$ cat config.mk
export PLATFORM = sky130hd
export DESIGN_NAME = adc_cal_top
export DESIGN_NICKNAME = d
export VERILOG_FILES = /design/src/logic/adc_cal_pkg.sv /design/src/logic/adc_cal_top.sv /design/src/logic/valid_phase_record.sv /design/src/logic/clock_edge_sampler.sv /design/src/logic/phase_shift_counter.sv /design/src/logic/calibration_fsm.sv
export VERILOG_INCLUDE_DIRS = /design/src /design/src/logic
export SDC_FILE = /design/constraint.sdc
export NUM_CORES = 1
export LEC_CHECK = 0
export ABC_AREA = 1
export BUFFER_PORTS_ARGS = -buffer_cell sky130_fd_sc_hd__buf_2
export CELL_PAD_IN_SITES_DETAIL_PLACEMENT = 1
export CELL_PAD_IN_SITES_GLOBAL_PLACEMENT = 1
export CORE_UTILIZATION = 35
export CTS_CLUSTER_SIZE = 40
export DETAILED_ROUTE_END_ITERATION = 10
export PLACE_DENSITY = 0.78
export RECOVER_POWER = 100
export SLEW_MARGIN = 20
export SYNTH_ARGS = -nofsm -noshare
export SYNTH_HDL_FRONTEND = slang
export SYNTH_SLANG_ARGS = --single-unit
$ cat constraint.sdc
create_clock -name dcm_psclk -period 1.43 [get_ports dcm_psclk]
set_clock_uncertainty 0.1 [all_clocks]
set_input_delay 0.143 -clock dcm_psclk [delete_from_list [all_inputs] [get_ports dcm_psclk]]
set_output_delay 0.143 -clock dcm_psclk [all_outputs]
set_load 0.02 [all_outputs]
$ cat src/logic/adc_cal_defs.svh
`ifndef ADC_CAL_DEFS_SVH
`define ADC_CAL_DEFS_SVH

// phase count and its saturation point
`define CAL_PS_WIDTH 10
`define CAL_PS_MAX 10'd600

// record of recent valid phases, one byte per entry
`define CAL_REC_WIDTH 8
`define CAL_REC_DEPTH 16

// start-up stall before the lock check
`define CAL_STALL_WIDTH 5
`define CAL_STALL_CYCLES 5'd16

// clock-level vote, the sample count must stay odd
`define CAL_VOTE_WIDTH 3
`define CAL_VOTE_SAMPLES 3'd5

`endif
$ cat src/logic/adc_cal_pkg.sv
`default_nettype none

package adc_cal_pkg;

	typedef enum logic [3:0] {
		STALL,
		IDLE,
		SHIFT,
		WAIT_PSDONE,
		SAMPLE,
		WAIT_SAMPLE,
		CHECK_EDGE,
		SAVE_PHASE,
		BEGIN_RESET,
		RESET_DCM
	} cal_state_t;

	typedef struct packed {
		logic adc0_locked;
		logic adc1_locked;
		logic psdone; // one-cycle pulse from the second DCM
	} dcm_status_t;

	typedef struct packed {
		logic adc1_reset;
		logic adc1_dcm_reset;
		logic psen;
		logic psincdec;
	} cal_ctrl_t;

	typedef struct packed {
		logic sample_valid;
		logic edge_found; // only meaningful while sample_valid is high
	} sampler_status_t;

endpackage

`default_nettype wire

$ cat src/logic/adc_cal_top.sv
`timescale 1ns/1ps
`default_nettype none

`include "adc_cal_defs.svh"

module adc_cal_top (
	input wire dcm_psclk,
	input wire ctrl_reset,
	input wire adc_cal_pkg::dcm_status_t dcm_status,
	input wire adc1_clk_level,
	output adc_cal_pkg::cal_ctrl_t cal_ctrl,
	output adc_cal_pkg::cal_state_t sync_state,
	output logic [`CAL_PS_WIDTH-1:0] ps_count,
	output logic [`CAL_REC_WIDTH*`CAL_REC_DEPTH-1:0] valid_ps_counts
);

	import adc_cal_pkg::*;

	sampler_status_t sampler_status;
	logic ps_overflow;
	logic clk_sample_req;
	logic phase_save_en;

	calibration_fsm calibration_fsm_inst (
		.dcm_psclk(dcm_psclk),
		.ctrl_reset(ctrl_reset),
		.dcm_status(dcm_status),
		.ps_overflow(ps_overflow),
		.sampler_status(sampler_status),
		.sync_state(sync_state),
		.cal_ctrl(cal_ctrl),
		.clk_sample_req(clk_sample_req),
		.phase_save_en(phase_save_en)
	);

	phase_shift_counter phase_shift_counter_inst (
		.dcm_psclk(dcm_psclk),
		.ctrl_reset(ctrl_reset),
		.step(cal_ctrl.psen),
		.clear(cal_ctrl.adc1_dcm_reset),
		.ps_count(ps_count),
		.ps_overflow(ps_overflow)
	);

	clock_edge_sampler clock_edge_sampler_inst (
		.dcm_psclk(dcm_psclk),
		.ctrl_reset(ctrl_reset),
		.sample_req(clk_sample_req),
		.clear(cal_ctrl.adc1_dcm_reset),
		.clk_level(adc1_clk_level),
		.sampler_status(sampler_status)
	);

	// only the low byte of the phase count is kept in the record
	valid_phase_record valid_phase_record_inst (
		.dcm_psclk(dcm_psclk),
		.ctrl_reset(ctrl_reset),
		.save(phase_save_en),
		.phase(ps_count[`CAL_REC_WIDTH-1:0]),
		.valid_ps_counts(valid_ps_counts)
	);

endmodule

`default_nettype wire

$ cat src/logic/valid_phase_record.sv
`timescale 1ns/1ps
`default_nettype none

`include "adc_cal_defs.svh"

module valid_phase_record (
	input wire dcm_psclk,
	input wire ctrl_reset,
	input wire save,
	input wire [`CAL_REC_WIDTH-1:0] phase,
	output logic [`CAL_REC_WIDTH*`CAL_REC_DEPTH-1:0] valid_ps_counts
);

	always_ff @(posedge dcm_psclk) begin
		if (ctrl_reset) begin
			valid_ps_counts <= '0;
		end else if (save) begin
			// oldest entry drops off the top, newest lands in the low byte
			valid_ps_counts <= {
				valid_ps_counts[`CAL_REC_WIDTH*(`CAL_REC_DEPTH-1)-1:0],
				phase
			};
		end
	end

endmodule

`default_nettype wire

$ cat src/logic/clock_edge_sampler.sv
`timescale 1ns/1ps
`default_nettype none

`include "adc_cal_defs.svh"

module clock_edge_sampler (
	input wire dcm_psclk,
	input wire ctrl_reset,
	input wire sample_req,
	input wire clear,
	input wire clk_level,
	output adc_cal_pkg::sampler_status_t sampler_status
);

	logic busy;
	logic prev_vote;
	logic [`CAL_VOTE_WIDTH-1:0] vote_count;
	logic [`CAL_VOTE_WIDTH-1:0] vote_ones;
	logic [`CAL_VOTE_WIDTH-1:0] ones_next;
	logic vote;

	// majority over the samples so far, including the one taken this cycle
	assign ones_next = vote_ones + {{(`CAL_VOTE_WIDTH-1){1'b0}}, clk_level};
	assign vote = (ones_next > (`CAL_VOTE_SAMPLES >> 1));

	always_ff @(posedge dcm_psclk) begin
		if (ctrl_reset || clear) begin
			busy <= 1'b0;
			prev_vote <= 1'b1; // first vote after a restart cannot look like an edge
			sampler_status.sample_valid <= 1'b1;
			sampler_status.edge_found <= 1'b0;
		end else if (!busy) begin
			if (sample_req) begin
				busy <= 1'b1;
				sampler_status.sample_valid <= 1'b0;
				sampler_status.edge_found <= 1'b0;
			end
		end else if (vote_count == `CAL_VOTE_SAMPLES - 1'b1) begin
			busy <= 1'b0;
			prev_vote <= vote;
			sampler_status.sample_valid <= 1'b1;
			sampler_status.edge_found <= !prev_vote && vote; // low to high between two steps
		end
	end

	always_ff @(posedge dcm_psclk) begin
		if (!busy) begin
			vote_count <= '0;
			vote_ones <= '0;
		end else begin
			vote_count <= vote_count + 1'b1;
			vote_ones <= ones_next;
		end
	end

endmodule

`default_nettype wire

$ cat src/logic/phase_shift_counter.sv
`timescale 1ns/1ps
`default_nettype none

`include "adc_cal_defs.svh"

module phase_shift_counter (
	input wire dcm_psclk,
	input wire ctrl_reset,
	input wire step,
	input wire clear,
	output logic [`CAL_PS_WIDTH-1:0] ps_count,
	output logic ps_overflow
);

	always_ff @(posedge dcm_psclk) begin
		if (ctrl_reset) begin
			ps_count <= '0;
		end else if (clear) begin
			ps_count <= '0; // the DCM restarts from phase zero
		end else if (step && ps_count != `CAL_PS_MAX) begin
			ps_count <= ps_count + 1'b1;
		end
	end

	// stays up until the next DCM reset clears the count
	assign ps_overflow = (ps_count == `CAL_PS_MAX);

endmodule

`default_nettype wire

$ cat src/logic/calibration_fsm.sv
`timescale 1ns/1ps
`default_nettype none

`include "adc_cal_defs.svh"

module calibration_fsm (
	input wire dcm_psclk,
	input wire ctrl_reset,
	input wire adc_cal_pkg::dcm_status_t dcm_status,
	input wire ps_overflow,
	input wire adc_cal_pkg::sampler_status_t sampler_status,
	output adc_cal_pkg::cal_state_t sync_state,
	output adc_cal_pkg::cal_ctrl_t cal_ctrl,
	output logic clk_sample_req,
	output logic phase_save_en
);

	import adc_cal_pkg::*;

	cal_state_t next_state;
	logic [`CAL_STALL_WIDTH-1:0] stall_count;

	always_ff @(posedge dcm_psclk) begin
		if (ctrl_reset) begin
			stall_count <= '0;
		end else if (sync_state == STALL) begin
			stall_count <= stall_count + 1'b1; // only runs once, right after reset
		end
	end

	always_ff @(posedge dcm_psclk) begin
		if (ctrl_reset) begin
			sync_state <= STALL;
		end else begin
			sync_state <= next_state;
		end
	end

	always_comb begin
		cal_ctrl = '0;
		cal_ctrl.psincdec = 1'b1; // the sweep only ever moves forward
		clk_sample_req = 1'b0;
		phase_save_en = 1'b0;
		next_state = sync_state;

		case (sync_state)
			STALL: begin
				if (stall_count == `CAL_STALL_CYCLES - 1'b1) begin
					next_state = IDLE;
				end
			end

			IDLE: begin
				if (ps_overflow) begin
					next_state = BEGIN_RESET; // ran off the end without an edge
				end else if (dcm_status.adc0_locked && dcm_status.adc1_locked) begin
					next_state = SHIFT;
				end
			end

			SHIFT: begin
				cal_ctrl.psen = 1'b1;
				next_state = WAIT_PSDONE;
			end

			WAIT_PSDONE: begin
				if (dcm_status.psdone) begin
					next_state = SAMPLE;
				end
			end

			SAMPLE: begin
				clk_sample_req = 1'b1; // held until the sampler drops sample_valid
				if (!sampler_status.sample_valid) begin
					next_state = WAIT_SAMPLE;
				end
			end

			WAIT_SAMPLE: begin
				if (sampler_status.sample_valid) begin
					next_state = CHECK_EDGE;
				end
			end

			CHECK_EDGE: begin
				if (sampler_status.edge_found) begin
					next_state = SAVE_PHASE;
				end else begin
					next_state = IDLE; // overflow is looked at there before the next step
				end
			end

			SAVE_PHASE: begin
				phase_save_en = 1'b1;
				next_state = BEGIN_RESET;
			end

			BEGIN_RESET: begin
				cal_ctrl.adc1_reset = 1'b1;
				if (!dcm_status.adc1_locked) begin
					next_state = RESET_DCM;
				end
			end

			RESET_DCM: begin
				cal_ctrl.adc1_dcm_reset = 1'b1; // also clears the phase count and the stored vote
				next_state = IDLE;
			end

			default: begin
				next_state = IDLE;
			end
		endcase
	end

endmodule

`default_nettype wire

Yosys cells after proc, flatten, opt, wreduce, memory -nomap -nowiden
Cells that the tools add are included.
- equal/unequal tests: 20
- $lt $le $gt $ge: 1
- reductions and logical operators: 11
- $add $sub $neg: 4
- muxes and demuxes: 20
- operators with widths (kind ; count):
    4-bit case mux with 9 select lines ; 1
    4-bit 2-to-1 mux ; 7
    4-bit by 3-bit equality test with 1-bit output, second input constant ; 4
    10-bit by 1-bit adder with 10-bit output, second input constant ; 1
    10-bit equality test, second input constant ; 1
    10-bit inequality test, second input constant ; 1
    2-bit inequality test, second input constant ; 5
    4-bit by 2-bit equality test with 1-bit output, second input constant ; 2
    4-bit equality test, second input constant ; 2
    1-bit 2-to-1 mux ; 8
    2-bit 2-to-1 mux ; 3
    6-bit AND reduction ; 1
    5-bit by 1-bit adder with 5-bit output, second input constant ; 1
    5-bit by 4-bit equality test with 1-bit output, second input constant ; 1
    4-bit by 1-bit equality test with 1-bit output, second input constant ; 1
    4-bit logical NOT ; 1
    2-bit AND reduction ; 2
    3-bit by 1-bit adder with 3-bit output ; 1
    3-bit by 1-bit adder with 3-bit output, second input constant ; 1
    3-bit equality test, second input constant ; 1
    3-bit by 2-bit > comparator with 1-bit output, second input constant ; 1
    1-bit logical AND ; 3
    3-bit 2-to-1 mux ; 1
    3-bit by 1-bit inequality test with 1-bit output, second input constant ; 1
    other kinds (5) ; 5
- bits in registers: 157
- output and inout port bits: 146
- logic and storage cells: 66
- input port bits: 6

Depth between registers and ports, before layout
- word-level depth: 5
- gate-level depth with buffers: 12
- mapped depth without buffers: 12

By module
Synthesis repeated with hierarchy kept, for this count alone.
- cell total of the unflattened synthesis: 1044
- area, all modules: 6832.8 um2
- modules (own cells, without submodules) (module ; instances ; cells each ; area an instance (um2)):
    valid_phase_record ; 1 ; 811 ; 5206.2
    calibration_fsm ; 1 ; 100 ; 631.9
    phase_shift_counter ; 1 ; 86 ; 593.1
    clock_edge_sampler ; 1 ; 47 ; 401.6

Worst setup path after synthesis
Ideal clock, no wire load.
- path type: flip-flop to flip-flop
- start: register calibration_fsm_inst.sync_state[3]
- end: register calibration_fsm_inst.sync_state[3]
- clock period less this slack: 1.614 ns
- cell stages (with the launch flop): 7
- arrival time: 1.444 ns
- slack: -0.184 ns
- cells stage by stage: dfxtp_1 inv_1 nor2_1 inv_1 nor3_1 nor2_1 a21oi_1
- cells in the longest elaborated chain, start to end: 3
- RTL lines (what ; line ; source):
    from (decl) ; calibration_fsm.sv:12 ; output adc_cal_pkg::cal_state_t sync_state,
    from (signal assigned) ; calibration_fsm.sv:35 ; sync_state <= next_state;
    4-bit by 1-bit equality test with 1-bit output, or another cell as far along ; calibration_fsm.sv:46 ; case (sync_state)
    3-bit by 1-bit inequality test with 1-bit output (no source line), or another cell as far along ; - ;
    6-bit AND reduction (no source line) ; - ;
Several ways; a longest one is shown, not always the timed one.
A chain may end at the register's enable or synchronous reset.

Final worst setup path
- start: register calibration_fsm_inst.stall_count[0]
- end: register calibration_fsm_inst.sync_state[1]
- cells in the longest elaborated chain, start to end: 3
- RTL lines (what ; line ; source):
    from (decl) ; calibration_fsm.sv:21 ; logic [`CAL_STALL_WIDTH-1:0] stall_count;
    from (signal assigned) ; calibration_fsm.sv:27 ; stall_count <= stall_count + 1'b1;
    5-bit by 4-bit equality test with 1-bit output ; calibration_fsm.sv:48 ; if (stall_count == `CAL_STALL_CYCLES - 1'b1) begin
    2-bit inequality test (no source line) ; - ;
    6-bit AND reduction (no source line) ; - ;
Every way passes these cells.

==> flow_metrics.env <==
export IMPL_drtPass1Iterations=4
export IMPL_r2r_slack_ns=-0.22
export IMPL_syn_inst=778
export IMPL_port_buffers=150
export IMPL_reg2regPathDepth=11
export IMPL_hp_class="input pin to register"
export IMPL_ir_drop_v=0.0008513
export IMPL_htree_levels=4
export IMPL_rows=48
export IMPL_totalWireLength_microns=21950
export IMPL_top_level_ports=152
export IMPL_dieArea_sq_mm=0.01818
export IMPL_fin_ws_ns=-0.2200
export IMPL_avgRoutedWirePerCell_microns=17.89
export IMPL_drive_above_1_share_pct=41.72
export IMPL_max_cap_violations=0
export IMPL_dpl_cell_area_sq_mm=0.007413
export IMPL_slowest_stage="dfxtp_2"
export IMPL_slowest_delay_ns=0.35
export IMPL_grt_pass1_wl_microns=30500
export IMPL_place_gp_congestion=0.8033
export IMPL_hold_viol=0
export IMPL_grt_overflow=0
export IMPL_powerDensity_mw_per_mm2=1201
export IMPL_viasPerCell=4.948
export IMPL_cp_required_ns=1.65
export IMPL_syn_avg_cell_area_sq_um=7.940
export IMPL_clk_pin_slew_ns=0.06
export IMPL_cts_sinks=157
export IMPL_cp_end_kind="register"
export IMPL_fin_crit_sh_pct=115.4
export IMPL_path_class="register to register"
export IMPL_arrival_ns=1.87
export IMPL_num_vias=6071
export IMPL_final_seq_area_sq_mm=0.003166
export IMPL_critPathLaunchType="register"
export IMPL_grt_usage_pct=21.42
export IMPL_antenna_found_initial=0
export IMPL_multiInputGateArea_sq_mm=0.003047
export IMPL_core_sq_mm=0.01724
export IMPL_hold_depth=5
export IMPL_final_net_count=1005
export IMPL_r2r_end="calibration_fsm_inst.sync_state[1]"
export IMPL_hpwlAfterDp_microns=11940
export IMPL_ctsRootBufferMaster="clkbuf_16"
export IMPL_area_delta_synth_final_pct=52.52
export IMPL_fp_dieH_microns=134.9
export IMPL_initial_core_util_pct=35.84
export IMPL_cp_num_buf_inv=2
export IMPL_synth_edff_count=0
export IMPL_cts_tree="built"
export IMPL_hold_end="calibration_fsm_inst.sync_state[2]"
export IMPL_final_max_slew_violation_count=0
export IMPL_violations="setup timing"
export IMPL_critPathTopFamily="simple AND/OR/NAND/NOR gates"
export IMPL_syn_area_sq_mm=0.006177
export IMPL_outcome="complete, but fails checks"
export IMPL_die_w_microns=134.9
export IMPL_setup_violations=139
export IMPL_postSynthNetCount=792
export IMPL_clock_path_buffers=2
export IMPL_fin_area_sq_mm=0.009422
export IMPL_p_leak_nw=4.518
export IMPL_critPathMaxFanout=4
export IMPL_timing_rr_start="calibration_fsm_inst.stall_count[0]"
export IMPL_drcViolationCount=0
export IMPL_drt_iter0_markers=198
export IMPL_numCtsBuffers=17
export IMPL_max_freq_ghz=0.6061
export IMPL_period_minus_slack_ns=1.650
export IMPL_synthDistinctLibCells=29
export IMPL_drtAntennaViolNets=0
export IMPL_yosysWarningCount=0
export IMPL_path_cells="ha_4, inv_2, nor3_2, ha_2, inv_2, nand3_2, nand3_2, nor2_4, nand2_2, nor2_1, nor2_1"
export IMPL_antennaDiodeCount=0
export IMPL_instances_no_fill=1227
export IMPL_final_common_cell="nor2_1"
export IMPL_mostFrequentLayoutCells="150 x nor2_1, 147 x dfxtp_1, 107 x buf_2"
export IMPL_nFillCells=2016
export IMPL_clkLatencyLatePin_ns=0.42
export IMPL_async_flop_share_pct=0
export IMPL_grt_pass1_vias=5916
export IMPL_hp_start="dcm_status[2]"
export IMPL_grt_max_degree=67
export IMPL_grt_setup_unrepaired="true"
export IMPL_yosysSeqAreaShare_pct=50.88
export IMPL_place_inst=1154
export IMPL_ys_ff_latch=157
export IMPL_synthFlopType="dfxtp_1"
-- what timing repair did --
action / 4_1_cts / 5_1_grt
endpoints found under the hold margin: 6 / 0
endpoints found under the setup margin: 139 / 153
resized for setup: 72 / 145
hold buffers: 2 / 0
setup buffers: 9 / 4
pin swaps: 23 / 24
cloned: 8 / 20
-- routing by layer --
metal / GRT usage (%) / vias to the layer above / part of all wire [%]
li1: - / 2922 / -
met1: 25.70 / 2965 / 42
met2: 36.48 / 144 / 51
met3: 6.044 / 40 / 5.3
met4: 7.615 / 0 / 2.3
met5: 0 / - / 0
-- state kept, by name (all words and copies together) (netlist names) --
name / count
valid_phase_record_inst.valid_ps_counts: 128
calibration_fsm_inst.stall_count: 5
clock_edge_sampler_inst.busy: 1
clock_edge_sampler_inst.vote_ones: 3
calibration_fsm_inst.sync_state: 4
phase_shift_counter_inst.ps_count: 10
clock_edge_sampler_inst.prev_vote: 1
clock_edge_sampler_inst.sampler_status: 2
clock_edge_sampler_inst.vote_count: 3
-- cells by family after synthesis --
kind of cell    count (synthesis)  share of synthesized area, %
compound gates                157                         12.82
xor+xnor                        8                         1.134
fa+ha+maj                       8                         1.620
buf+inv                        86                         7.191
flops                         157                         50.88
other cells                     1                       0.06071
simple gates                  361                         26.29
-- worst min-delay path: stages --
cell     delay [ns]
buf_2          0.09
a21oi_2        0.05
nand2_2        0.10
nand3_2        0.09
a21oi_2        0.11
-- cells in the mapped netlist, types with 3 or more instances --
cell type	n	share of area [%]
nor3_1	5	0.41
dfxtp_1	157	51
xor2_1	6	0.85
buf_4	8	0.97
buf_2	5	0.41
buf_6	10	1.8
a21oi_1	21	1.7
ha_1	8	1.6
clkbuf_2	8	0.65
nand2_1	59	3.6
inv_1	34	2.1
nor2_1	191	12
nand4_1	3	0.30
clkbuf_1	17	1.0
o21ai_0	126	10
o21ai_1	7	0.57
inv_2	4	0.24
nand3_1	16	1.3
nor2_2	81	8.2
-- where the power goes --
part / switching [mW] / total (mW) / internal [mW]
combinational: 0.953 / 1.64 / 0.685
sequential: 0.115 / 4.61 / 4.49
clock: 1.83 / 5.07 / 3.24
-- worst max-delay path by stage --
stage | from | to | slack [ns] | depth (start not counted)
after global placement | calibration_fsm_inst.stall_count[0] | calibration_fsm_inst.sync_state[0] | -0.15 | 11
after detailed placement | calibration_fsm_inst.stall_count[0] | calibration_fsm_inst.sync_state[0] | -0.18 | 11
final | calibration_fsm_inst.stall_count[0] | calibration_fsm_inst.sync_state[1] | -0.22 | 11
after CTS | calibration_fsm_inst.sync_state[3] | cal_ctrl[2] | -0.21 | 6
after global routing | calibration_fsm_inst.stall_count[0] | calibration_fsm_inst.sync_state[1] | -0.31 | 12
after floorplan | calibration_fsm_inst.stall_count[1] | calibration_fsm_inst.sync_state[0] | -0.09 | 11
-- through the flow --
step | util [%] | setup slack, ns | total power, mW | TNS (ns) | hold slack (ns)
after detailed placement | 43.01 | -0.1776 | 5.843 | -2.178 | 0.3357
after global placement | 43.01 | -0.1454 | 5.805 | -0.3000 | 0.3321
after CTS | 49.75 | -0.2065 | 11.12 | -8.338 | 0.07155
after global routing | 54.66 | -0.3108 | 11.73 | -26.65 | 0.1345
after floorplan | - | -0.08536 | 5.363 | -0.1602 | 0.1047
final | 54.66 | -0.2200 | 11.31 | -16.15 | 0.09798
-- area by class of cell --
type,instances,area share (%)
inverters,38,1.939
clock buffers,21,4.993
well taps,225,2.988
repair inverters,3,0.4250
repair buffers,239,21.79
flip-flops and latches,157,33.60
multi-input cells,535,32.34
clock inverters,9,1.926
Power figures use the tool's default switching activity.
